## config.mk

```make
export PLATFORM = sky130hd
export DESIGN_NAME = mipsCore
export DESIGN_NICKNAME = d
export VERILOG_FILES = /design/src/hdl/mipsPkg.sv /design/src/hdl/controlUnit.sv /design/src/hdl/dataMem.sv /design/src/hdl/execUnit.sv /design/src/hdl/instrQueue.sv /design/src/hdl/mipsCore.sv /design/src/hdl/regFile.sv
export SDC_FILE = /design/constraint.sdc
export NUM_CORES = 2
export LEC_CHECK = 0
export ABC_AREA = 1
export BUFFER_PORTS_ARGS = -buffer_cell sky130_fd_sc_hd__buf_4
export CAP_MARGIN = 5
export CORE_ASPECT_RATIO = 1.4
export CORE_UTILIZATION = 50
export DETAILED_ROUTE_END_ITERATION = 8
export PLACE_DENSITY = 0.68
export SYNTH_ARGS = -nofsm -noshare
export SYNTH_HDL_FRONTEND = slang
export SYNTH_SLANG_ARGS = --single-unit
```

## constraint.sdc

```tcl
create_clock -name clk -period 7.4 [get_ports clk]
set_input_delay 0.74 -clock clk [delete_from_list [all_inputs] [get_ports clk]]
set_output_delay 0.74 -clock clk [all_outputs]
set_load 0.02 [all_outputs]
```

## src/hdl/mipsPkg.sv

```systemverilog
`default_nettype none

package mipsPkg;

	//////////////////////////////////////////////////////////////////////
	// Sizes
	//////////////////////////////////////////////////////////////////////
	localparam int QueueDepth = 4;	// Sender starts with this many credits
	localparam int CreditWidth = 3;	// Holds 0..QueueDepth
	localparam int QueuePtrWidth = $clog2(QueueDepth);
	localparam int RegCount = 32;
	localparam int RegAddrWidth = $clog2(RegCount);
	localparam int MemWords = 16;
	localparam int MemAddrWidth = $clog2(MemWords);	// Word index, bits 5:2 of address

	//////////////////////////////////////////////////////////////////////
	// Opcodes
	//////////////////////////////////////////////////////////////////////
	localparam logic [5:0] OpRType = 6'b000000;
	localparam logic [5:0] OpAddi = 6'b001000;
	localparam logic [5:0] OpAddiu = 6'b001001;
	localparam logic [5:0] OpAndi = 6'b001100;
	localparam logic [5:0] OpOri = 6'b001101;
	localparam logic [5:0] OpXori = 6'b001110;
	localparam logic [5:0] OpSlti = 6'b001010;
	localparam logic [5:0] OpSltiu = 6'b001011;
	localparam logic [5:0] OpLui = 6'b001111;
	localparam logic [5:0] OpLw = 6'b100011;
	localparam logic [5:0] OpSw = 6'b101011;
	localparam logic [5:0] OpHalt = 6'b111111;

	// ALU codes, same values as the R-type function field
	localparam logic [5:0] AluAdd = 6'b100000;
	localparam logic [5:0] AluAddu = 6'b100001;
	localparam logic [5:0] AluSub = 6'b100010;
	localparam logic [5:0] AluAnd = 6'b100100;
	localparam logic [5:0] AluOr = 6'b100101;
	localparam logic [5:0] AluXor = 6'b100110;
	localparam logic [5:0] AluSlt = 6'b101010;
	localparam logic [5:0] AluSltu = 6'b101011;
	localparam logic [5:0] AluLui = 6'b001111;	// No R-type twin

	// Instruction word views
	typedef struct packed {
		logic [5:0] op;
		logic [4:0] rs;
		logic [4:0] rt;
		logic [4:0] rd;
		logic [4:0] shamt;
		logic [5:0] funct;
	} rTypeFields;

	typedef struct packed {
		logic [5:0] op;
		logic [4:0] rs;
		logic [4:0] rt;
		logic [15:0] imm;
	} iTypeFields;

	typedef union packed {
		rTypeFields r;
		iTypeFields i;
	} instrWord;

endpackage

`default_nettype wire

```

## src/hdl/controlUnit.sv

```systemverilog
`default_nettype none

module controlUnit (
	input  mipsPkg::instrWord instr,
	output logic memToReg,	// Writeback from load data
	output logic memWrite,
	output logic aluSrc,	// Second operand is the immediate
	output logic regDst,	// 1 writes rd, 0 writes rt
	output logic regWrite,
	output logic signExtend,
	output logic [5:0] aluControl,
	output logic halt
);
	import mipsPkg::*;

	always_comb
	begin
		// NOP unless the opcode says otherwise
		memToReg = 1'b0;
		memWrite = 1'b0;
		aluSrc = 1'b0;
		regDst = 1'b0;
		regWrite = 1'b0;
		signExtend = 1'b0;
		aluControl = '0;
		halt = 1'b0;

		case (instr.i.op)
			OpRType:
			begin
				aluControl = instr.r.funct;	// Function field is the ALU code
				regDst = 1'b1;
				regWrite = 1'b1;
			end
			OpAddi, OpAddiu, OpSlti, OpSltiu:
			begin
				aluSrc = 1'b1;
				regWrite = 1'b1;
				signExtend = 1'b1;
				case (instr.i.op)
					OpAddi: aluControl = AluAdd;
					OpAddiu: aluControl = AluAddu;
					OpSlti: aluControl = AluSlt;
					default: aluControl = AluSltu;
				endcase
			end
			OpAndi, OpOri, OpXori:
			begin
				aluSrc = 1'b1;
				regWrite = 1'b1;	// Zero-extended immediate
				case (instr.i.op)
					OpAndi: aluControl = AluAnd;
					OpOri: aluControl = AluOr;
					default: aluControl = AluXor;
				endcase
			end
			OpLui:
			begin
				aluSrc = 1'b1;
				regWrite = 1'b1;
				aluControl = AluLui;
			end
			OpLw:
			begin
				memToReg = 1'b1;
				aluSrc = 1'b1;
				regWrite = 1'b1;
				signExtend = 1'b1;	// Signed offset
				aluControl = AluAdd;
			end
			OpSw:
			begin
				memWrite = 1'b1;
				aluSrc = 1'b1;
				signExtend = 1'b1;
				aluControl = AluAdd;
			end
			OpHalt: halt = 1'b1;	// Writes nothing
			default: regWrite = 1'b0;	// Unknown opcode
		endcase
	end

endmodule

`default_nettype wire

```

## src/hdl/dataMem.sv

```systemverilog
`default_nettype none

module dataMem (
	input  logic clk,
	input  logic rst,
	input  logic [mipsPkg::MemAddrWidth-1:0] addr,
	input  logic [31:0] wdata,
	input  logic we,
	output logic [31:0] rdata
);
	import mipsPkg::*;

	logic [31:0] words [MemWords];

	always_ff @(posedge clk)
	begin
		if (rst)
		begin
			for (int k = 0; k < MemWords; k++)
				words[k] <= '0;
		end
		else if (we)
			words[addr] <= wdata;
	end

	assign rdata = words[addr];	// Load data same cycle

endmodule

`default_nettype wire

```

## src/hdl/execUnit.sv

```systemverilog
`default_nettype none

module execUnit (
	input  logic clk,
	input  logic rst,
	input  logic issue,
	input  logic memToReg,
	input  logic memWrite,
	input  logic aluSrc,
	input  logic regWrite,
	input  logic [5:0] aluControl,
	input  logic [31:0] imm,	// Already extended
	input  logic [mipsPkg::RegAddrWidth-1:0] destReg,
	input  logic [31:0] rsData,
	input  logic [31:0] rtData,
	input  logic [31:0] memRdata,
	output logic [mipsPkg::MemAddrWidth-1:0] memAddr,
	output logic [31:0] memWdata,
	output logic memWe,
	output logic wrEn,
	output logic [mipsPkg::RegAddrWidth-1:0] wrAddr,
	output logic [31:0] wrData,
	output logic wbValid,
	output logic [mipsPkg::RegAddrWidth-1:0] wbReg,
	output logic [31:0] wbData
);
	import mipsPkg::*;

	logic exMemToReg, exMemWrite, exAluSrc, exRegWrite;
	logic [5:0] exAluControl;
	logic [31:0] exRs, exRt, exImm;
	logic [RegAddrWidth-1:0] exDest;
	logic [31:0] aluB;
	logic [31:0] aluResult;

	//////////////////////////////////////////////////////////////////////
	// Execute stage register
	//////////////////////////////////////////////////////////////////////
	always_ff @(posedge clk)
	begin
		if (rst)
		begin
			exMemToReg <= 1'b0;
			exMemWrite <= 1'b0;
			exAluSrc <= 1'b0;
			exRegWrite <= 1'b0;
			exAluControl <= '0;
		end
		else
		begin
			// Idle cycle becomes a bubble with no side effects
			exMemToReg <= issue && memToReg;
			exMemWrite <= issue && memWrite;
			exAluSrc <= aluSrc;
			exRegWrite <= issue && regWrite;
			exAluControl <= aluControl;
		end
	end

	always_ff @(posedge clk)
	begin
		if (issue)
		begin
			exRs <= rsData;
			exRt <= rtData;
			exImm <= imm;
			exDest <= destReg;
		end
	end

	//////////////////////////////////////////////////////////////////////
	// ALU and memory access
	//////////////////////////////////////////////////////////////////////
	assign aluB = exAluSrc ? exImm : exRt;

	always_comb
	begin
		case (exAluControl)
			AluAdd, AluAddu: aluResult = exRs + aluB;	// Wraps, no trap
			AluSub: aluResult = exRs - aluB;
			AluAnd: aluResult = exRs & aluB;
			AluOr: aluResult = exRs | aluB;
			AluXor: aluResult = exRs ^ aluB;
			AluSlt: aluResult = {31'b0, $signed(exRs) < $signed(aluB)};
			AluSltu: aluResult = {31'b0, exRs < aluB};
			AluLui: aluResult = {aluB[15:0], 16'b0};
			default: aluResult = '0;
		endcase
	end

	assign memAddr = aluResult[MemAddrWidth+1:2];	// Word index
	assign memWdata = exRt;
	assign memWe = exMemWrite;

	// Write port back into the register file
	assign wrEn = exRegWrite;
	assign wrAddr = exDest;
	assign wrData = exMemToReg ? memRdata : aluResult;

	always_ff @(posedge clk)
	begin
		if (rst)
			wbValid <= 1'b0;
		else
			wbValid <= wrEn && wrAddr != '0;	// r0 writes not reported
	end

	always_ff @(posedge clk)
	begin
		wbReg <= wrAddr;
		wbData <= wrData;
	end

endmodule

`default_nettype wire

```

## src/hdl/instrQueue.sv

```systemverilog
`default_nettype none

module instrQueue (
	input  logic clk,
	input  logic rst,
	input  logic instrValid,
	input  mipsPkg::instrWord instr,
	input  logic pop,
	output logic headValid,
	output mipsPkg::instrWord head,
	output logic creditReturn
);
	import mipsPkg::*;

	instrWord slots [QueueDepth];
	logic [QueuePtrWidth-1:0] wrPtr;
	logic [QueuePtrWidth-1:0] rdPtr;
	logic [CreditWidth-1:0] count;

	function automatic logic [QueuePtrWidth-1:0] nextPtr(input logic [QueuePtrWidth-1:0] ptr);
		return (ptr == QueuePtrWidth'(QueueDepth - 1)) ? '0 : ptr + 1'b1;
	endfunction

	// Sender never writes without a credit, so no full check
	always_ff @(posedge clk)
	begin
		if (instrValid)
			slots[wrPtr] <= instr;
	end

	always_ff @(posedge clk)
	begin
		if (rst)
		begin
			wrPtr <= '0;
			rdPtr <= '0;
			count <= '0;
			creditReturn <= 1'b0;
		end
		else
		begin
			if (instrValid)
				wrPtr <= nextPtr(wrPtr);
			if (pop)
				rdPtr <= nextPtr(rdPtr);
			case ({instrValid, pop})
				2'b10: count <= count + 1'b1;
				2'b01: count <= count - 1'b1;
				default: count <= count;	// Both or neither
			endcase
			creditReturn <= pop;	// One credit back per popped word
		end
	end

	assign headValid = (count != '0);
	assign head = slots[rdPtr];

endmodule

`default_nettype wire

```

## src/hdl/mipsCore.sv

```systemverilog
`default_nettype none

module mipsCore (
	input  logic clk,
	input  logic rst,
	input  logic instrValid,
	input  mipsPkg::instrWord instr,
	output logic creditReturn,
	output logic wbValid,
	output logic [mipsPkg::RegAddrWidth-1:0] wbReg,
	output logic [31:0] wbData,
	output logic halted
);
	import mipsPkg::*;

	instrWord head;
	logic headValid, pop;
	logic memToReg, memWrite, aluSrc, regDst, regWrite, signExtend, halt;
	logic [5:0] aluControl;
	logic [31:0] rsData, rtData, imm;
	logic [RegAddrWidth-1:0] destReg;
	logic [MemAddrWidth-1:0] memAddr;
	logic [31:0] memWdata, memRdata;
	logic memWe;
	logic wrEn;
	logic [RegAddrWidth-1:0] wrAddr;
	logic [31:0] wrData;

	//////////////////////////////////////////////////////////////////////
	// Issue and halt
	//////////////////////////////////////////////////////////////////////
	assign pop = headValid && !halted;	// No stall besides halt

	always_ff @(posedge clk)
	begin
		if (rst)
			halted <= 1'b0;
		else if (pop && halt)
			halted <= 1'b1;
	end

	// Immediate extension and destination select
	assign imm = signExtend ? {{16{head.i.imm[15]}}, head.i.imm} : {16'b0, head.i.imm};
	assign destReg = regDst ? head.r.rd : head.i.rt;

	instrQueue instrQueue_i (.*);

	controlUnit controlUnit_i (.instr(head), .*);

	regFile regFile_i (.rsAddr(head.i.rs), .rtAddr(head.i.rt), .*);

	execUnit execUnit_i (.issue(pop), .*);

	dataMem dataMem_i (
		.addr(memAddr),
		.wdata(memWdata),
		.we(memWe),
		.rdata(memRdata),
		.*
	);

endmodule

`default_nettype wire

```

## src/hdl/regFile.sv

```systemverilog
`default_nettype none

module regFile (
	input  logic clk,
	input  logic rst,
	input  logic [mipsPkg::RegAddrWidth-1:0] rsAddr,
	input  logic [mipsPkg::RegAddrWidth-1:0] rtAddr,
	input  logic wrEn,
	input  logic [mipsPkg::RegAddrWidth-1:0] wrAddr,
	input  logic [31:0] wrData,
	output logic [31:0] rsData,
	output logic [31:0] rtData
);
	import mipsPkg::*;

	logic [31:0] regs [RegCount];

	always_ff @(posedge clk)
	begin
		if (rst)
		begin
			for (int k = 0; k < RegCount; k++)
				regs[k] <= '0;
		end
		else if (wrEn && wrAddr != '0)	// r0 stays zero
			regs[wrAddr] <= wrData;
	end

	// Same-cycle write bypasses the array
	function automatic logic [31:0] readReg(input logic [RegAddrWidth-1:0] addr);
		if (addr == '0)
			return '0;
		if (wrEn && wrAddr == addr)
			return wrData;
		return regs[addr];
	endfunction

	always_comb
	begin
		rsData = readReg(rsAddr);
		rtData = readReg(rtAddr);
	end

endmodule

`default_nettype wire

```

# Yosys cells after proc, flatten, opt, wreduce, memory -nomap -nowiden
# Memories as Yosys holds them, arrays and structs flattened. A register that Yosys moved wholly into a read port is not among the register bits.
# Index checks and enable logic that the tools add are counted.
# classes
bitwise_logic	3
n_shift	0
n_eq_ne	26
div_mod_pow	0
magnitude_cmp	2
muxes	49
multipliers	0
add_sub_neg	6
n_reduce_logical	24
# ops
cell	count
$mux 32	12
$pmux 32 s8	1
$eq 6x6->1 const B	11
$lt 32x32->1	2
$reduce_or 32->1	2
$eq 6x4->1 const B	9
$add 32x32->32	1
$and 32x32->32	1
$or 32x32->32	1
$sub 32x32->32	1
$xor 32x32->32	1
$pmux 6 s5	1
$mux 1	25
$reduce_or 10->1	2
$pmux 4 s3	1
$eq 5x5->1	2
$logic_not 5->1	2
$mux 5	2
$logic_and 1x1->1	8
$mux 2	4
$eq 2x2->1 const B	3
$logic_not 6->1	1
$pmux 3 s2	1
$reduce_or 6->1	1
13 further kinds	15
# word_totals
register_bits	143
latchBits	0
out_inout_bits	40
memories	3
mem_bits_ro	0
wordCells	131
input_bits	35
ram_bits	1664
# memory_table
name	words	width	rd	rd_clocked_by_memory_dff	wr	line	source
regFile_i.regs	32	32	2	0	32	regFile.sv:16	logic [31:0] regs [RegCount];
dataMem_i.words	16	32	1	0	16	dataMem.sv:13	logic [31:0] words [MemWords];
instrQueue_i.slots	4	32	1	1	1	instrQueue.sv:15	instrWord slots [QueueDepth];

# Logic depth before layout (Yosys ltp)
# An unclocked memory read counts as a cell.
# logic_depth
ltp_word	8
ltp_mapped	25
depth_no_buf	22

# Hierarchy
# From an unflattened synthesis, not the netlist that was laid out.
# hier_totals
cells_unflattened	12307
area_unflattened_um2	99770.7
# by_module_without_submodules
mod	cells_per_inst	area_per_inst_um2	n_inst	seq_area_each_um2
regFile	7437	58848.9	1	30749.5
dataMem	2721	23730.3	1	15374.7
execUnit	1713	11591.1	1	3993.8
instrQueue	371	5258.8	1	4043.9
controlUnit	41	216.5	1	0.0
mipsCore	24	125.1	1	20.0

# Least setup slack after synthesis
# OpenSTA, ideal clock, no wires.
# synth_timing
path_type	reg2reg
startpoint	register instrQueue_i.count[0]
endpoint	register instrQueue_i.count[2]
path_buffers	0
required_time_ns	7.278
stages_incl_launch_ff	10
synth_period_minus_slack_ns	6.896
slack_ns	0.504
setup_time_ns	0.122
arrival_ns	6.774
cell_sequence	dfxtp_1 inv_1 a31oi_1 ha_1 inv_1 fa_1 a21oi_1 o21ai_0 o21ai_0 a21oi_1
# synth_via
elab_chain_cells	4
word_cells_on_any_way	8
cone_classes	2 x add/sub; 2 x eq/ne; 1 x mux; 3 x reduce/logical
# synth_rtl
item	line	source
start: declaration	instrQueue.sv:18	logic [CreditWidth-1:0] count;
start signal: assignment	instrQueue.sv:47	2'b10: count <= count + 1'b1;
start signal: assignment	instrQueue.sv:48	2'b01: count <= count - 1'b1;
start signal: assignment	instrQueue.sv:49	default: count <= count;
$reduce_bool 3->1 *	instrQueue.sv:55	assign headValid = (count != '0);
$logic_and 1x1->1 *	mipsCore.sv:32	assign pop = headValid && !halted;
named net execUnit_i.issue	execUnit.sv:6	input logic issue,
$eq 2x1->1 or $eq 2x2->1 (tied branches)	instrQueue.sv:46	case ({instrValid, pop})
$pmux 3 s2 or $reduce_bool 2->1 (tied branches)	n/a	
# The timed path passes the listed nets; every way through them passes the cells marked *.
# A chain may end at the register's enable or synchronous reset.

==> impl_summary.log <==
INFO  metric run_status = finished, final reports clean
INFO  metric report.final.slew_viol_count = 0
INFO  metric maximum_number_of_buffers_from_clock_root_to_sink = 4
INFO  metric cts_hold_buf = 0
INFO  metric globalplace.congestion = between 1 and 1.5
INFO  metric max_slew_margin = about 13%
INFO  metric synth_area_leader_cell = edfxtp_1
INFO  metric post-route-period-util = 79.9%
INFO  metric synth-edff-count = roughly 1800
INFO  metric powerDensity = between 400 and 500 nW/um2
INFO  metric layout.cell_area.non_filler = 105000 um2
INFO  metric finalSetupTns = 0 ns
INFO  metric drt_pre_antenna_iters = 8
INFO  metric final_util = a little over half
INFO  metric critical_path_source_type = flip-flop
INFO  metric reg2regPathDepth = 24
INFO  metric switching_power = 23.7 mW
INFO  metric postSynthAreaPerCell = around 8.6 um2
INFO  metric max-vdd-ir-drop = 0.000469 V
INFO  metric dpl-instance-area = between 90000 and 100000 um2
INFO  metric detail_route.vias_per_cell = 6.17
INFO  metric synth.cells.most_frequent = 2111 x nand2_1, 1750 x edfxtp_1, 1630 x nor2_1
INFO  metric core_region_area = between 150000 and 200000 um2
INFO  metric floorplan.die.height = roughly 520 um
INFO  metric clock_tree.root_cell = clkbuf_16
INFO  metric cp.arrival = approximately 6.5 ns
INFO  metric layout.nets = between 10000 and 15000
INFO  metric cp_max_fo = 74
INFO  metric final_hold_viol_count = 0
INFO  metric chipWidth = about 370 um
INFO  metric cts.htree.levels = 4
INFO  metric num_rows = between 150 and 200
INFO  metric count_of_routing_violations_after_the_opening_detailed_route_iteration = 11044
INFO  metric max_cap_violations = 0
INFO  metric share_of_total_power_in_combinational_logic = a little over half
INFO  metric worstSetupPathType = reg2reg
INFO  metric critical-path-max-stage-delay = about 0.78 ns
INFO  metric floorplan_die_area = about 200000 um2
INFO  metric worst_hold_startpoint = instr[18]
INFO  metric netlist-cell-type-count = 52
INFO  metric clkLatencyLatePin = 0.88 ns
INFO  metric avgRoutedWirePerCell = about 27 um
INFO  metric grt_remaining_overflow = 0
INFO  metric initial_core_util = 50.5%
INFO  metric io_buffers = 74
INFO  metric async_reset_ff_share = 0%
INFO  metric fin_skew = ~0.06 ns
INFO  metric final-setup-viol-count = 0
INFO  metric cts_post_setup_buffers_inserted = 0
INFO  metric tightest_slew = 1.30 ns
INFO  metric first_global_vias = ~80000
INFO  metric r2r-end = regFile_i.regs[19][18]$_SDFFCE_PN0P_
INFO  metric r2r_start = execUnit_i.exAluSrc$_SDFF_PP0_
INFO  metric switching_share = 49.8%
INFO  metric cts_tree = yes
INFO  metric areaGrowthSynthToFinish = 8.08%
INFO  metric clock_sink_count = around 1800
INFO  metric hpwlAfterDp = ~230000 um
INFO  metric finalWirelength = roughly 360000 um
INFO  metric rsz0062_at_grt = no
INFO  metric post-route-min-period = approximately 5.9 ns
INFO  metric share_of_final_layout_standard_cells_stronger_than_drive_strength_1 = roughly 8.4%
INFO  metric seq_area_frac_synth = 55.4%
INFO  metric reg2reg_slack = between 1 and 1.5 ns
INFO  metric synthCells = around 11000
INFO  metric ioPinCount = between 70 and 80
INFO  metric critical_path_cell_by_cell = inv_1 -> buf_4 -> or2_2 -> o21ai_0 -> inv_1 -> ha_1 -> fa_1 -> xor2_1 -> nand2_1 -> inv_1 -> nor2_1 -> nand2_8 -> buf_12 -> buf_4 -> nand2_1 -> nand2_1 -> nand2_1 -> nand2_1 -> nand2_1 -> nand2_1 -> o21ai_2 -> nand2_2 -> inv_2 -> nor2_1
INFO  metric route.antenna.remaining_nets = 0
INFO  metric numCtsBuffers = 185
INFO  metric finalHoldWorstSlack = 0.0900 ns
INFO  metric ys.warnings.count = 0
INFO  metric post_cts.resized_instances = 0
INFO  metric remaining_drc_errors = 0
INFO  metric cp_endpoint_kind = flip-flop
INFO  metric hold_end = instrQueue_i.slots[0][18]$_DFFE_PP_
INFO  metric cpMaxStageDelayCell = dfxtp_1
INFO  metric synth.top_cell.area_share = 54.2%
INFO  metric hp-class = in2reg
INFO  metric grt_antenna_before_repair = 8
INFO  metric grt_first_pass_wirelength = between 500000 and 600000 um
INFO  metric max_freq = about 170 MHz
INFO  metric p_leak = ~41 nW
INFO  metric vias = about 83000
INFO  metric synth_area_leaders = edfxtp_1 54%, nand2_1 8.2%, nor2_1 6.3%, o21ai_0 5.9%, a21oi_1 5.5%
INFO  metric whs_path_depth = 1
INFO  metric synth-seq-cells = 1809
INFO  metric syn-cell-area = a little under 100000 um2
INFO  metric seq_power_share = 27.2%
INFO  metric power_frac_clock = about 20%
INFO  metric power_report.internal_total = roughly 24 mW
INFO  metric synth-main-ff-cell = edfxtp_1
INFO  metric cpMostUsedCell = nand2_1
INFO  metric groute.usage.overall = a little over a third
INFO  metric grt_max_degree = 232
INFO  metric required = 8.00 ns
INFO  metric yosysMostFrequentCell = nand2_1
INFO  metric clock_edge_transition_at_the_registers_on_the_reported_setup_and_hold_paths = roughly 0.070 ns
power by group through the flow:
stage / combinational, mW / clock [mW] / sequential, mW
after floorplan: 15.7 / 0 / 12.9
after global placement: 23.7 / 0 / 13.1
after detailed placement: 24.0 / 0 / 13.2
after CTS: 24.1 / 9.73 / 12.9
after global routing: 26.6 / 10.1 / 13.0
final: 25.0 / 9.71 / 13.0
how the worst max path moves through the flow:
| stage | slack (ns) | cells after the start | end | from |
|---|---|---|---|---|
| 2_1_floorplan | 0.50 | 9 | instrQueue_i.count[2]$_SDFFE_PP0P_ | instrQueue_i.count[0]$_SDFFE_PP0P_ |
| 3_3_place_gp | 1.56 | 21 | execUnit_i.memWdata[2]$_SDFFCE_PN0P_ | execUnit_i.exAluSrc$_SDFF_PP0_ |
| 3_5_place_dp | 1.60 | 23 | regFile_i.regs[31][13]$_SDFFCE_PN0P_ | execUnit_i.exAluSrc$_SDFF_PP0_ |
| 4_1_cts | 1.59 | 23 | regFile_i.regs[31][13]$_SDFFCE_PN0P_ | execUnit_i.exAluSrc$_SDFF_PP0_ |
| 5_1_grt | 1.09 | 23 | regFile_i.regs[31][13]$_SDFFCE_PN0P_ | execUnit_i.exAluSrc$_SDFF_PP0_ |
| 6_report | 1.49 | 24 | regFile_i.regs[19][18]$_SDFFCE_PN0P_ | execUnit_i.exAluSrc$_SDFF_PP0_ |
critical path, delay by kind of cell (launching register included):
kind	cells	cell delay, ns
AOI/OAI and AO/OA	2	0.39
xor gates and xnor gates	1	0.19
adders and majority gates	2	0.73
buffers and inverters	7	1.67
DFF	1	0.78
and+or+nand+nor	12	1.75
per-layer routing:
layer	vias to the layer above	wire length (um)	track usage, %
met1	39620	122000	41.0
met4	6	29500	26.2
li1	36847	-	-
met5	-	39	0
met2	5417	173000	61.1
met3	1558	37300	6.61
cell type report:
| type | count | area [um2] |
|---|---|---|
| Inverter | 1074 | 4050 |
| Multi-Input combinational cell | 7523 | 35200 |
| Sequential cell | 1809 | 53700 |
| Timing Repair Buffer | 289 | 2540 |
| Clock buffer | 235 | 5000 |
| Tap cell | 2496 | 3120 |
| Fill cell | 17220 | 87300 |
| Clock inverter | 94 | 1070 |
| Antenna cell | 2 | 5.00 |
cells in the final DEF (no fill, tap or decap), types with 7 or more instances in the layout:
master / netlist / layout
nand2_1: 2111 / 2044
edfxtp_1: 1750 / 1750
nor2_1: 1630 / 1627
o21ai_0: 1142 / 1142
a21oi_1: 1067 / 1067
inv_1: 1028 / 1017
nand3_1: 808 / 808
buf_4: 35 / 259
clkbuf_16: 0 / 189
nor2_2: 155 / 153
o211ai_1: 125 / 125
ha_1: 117 / 117
nand2_2: 26 / 87
nor3_1: 78 / 78
nand4_1: 57 / 57
dfxtp_1: 59 / 57
inv_2: 42 / 47
clkbuf_1: 507 / 36
clkinv_1: 4 / 35
conb_1: 1 / 32
clkinv_2: 0 / 30
buf_12: 0 / 30
o21ai_2: 28 / 28
bufinv_16: 0 / 24
o22ai_1: 23 / 23
or2_2: 18 / 18
o31ai_1: 13 / 13
nor2_4: 7 / 12
o221ai_1: 10 / 10
clkbuf_8: 0 / 10
xor2_1: 8 / 8
a31oi_1: 9 / 8
o21bai_1: 7 / 7
clkinvlp_4: 0 / 7
flip-flops by register name (all words and copies together) (netlist names), 2 cells and up, named ones only:
signal / cells
execUnit_i.exRs: 32
instrQueue_i.count: 3
instrQueue_i.wrPtr: 2
execUnit_i.exAluControl: 6
dataMem_i.words: 512
execUnit_i.wbReg: 5
execUnit_i.exImm: 17
instrQueue_i.slots: 128
regFile_i.regs: 1024
execUnit_i.memWdata: 32
instrQueue_i.rdPtr: 2
execUnit_i.wbData: 32
execUnit_i.wrAddr: 5
stage by stage:
stage | setup WS, ns | total power, mW | instances
finish | 1.49 | 47.7 | 13522
global route | 1.09 | 49.7 | 13521
CTS | 1.59 | 46.8 | 13520
detailed placement | 1.60 | 37.2 | 13191
global placement | 1.56 | 36.8 | 13191
floorplan | 0.504 | 28.5 | 11277
kinds of logic after synthesis:
| kind of cell | synth area share (%) |
|---|---|
| xor+xnor | 0.0723 |
| other cells | 0.00387 |
| fa+ha+maj | 1.57 |
| buf+inv | 8.62 |
| compound gates | 13.3 |
| flops | 55.4 |
| simple gates | 21.0 |
No activity file was read; power rests on OpenSTA's default activity.
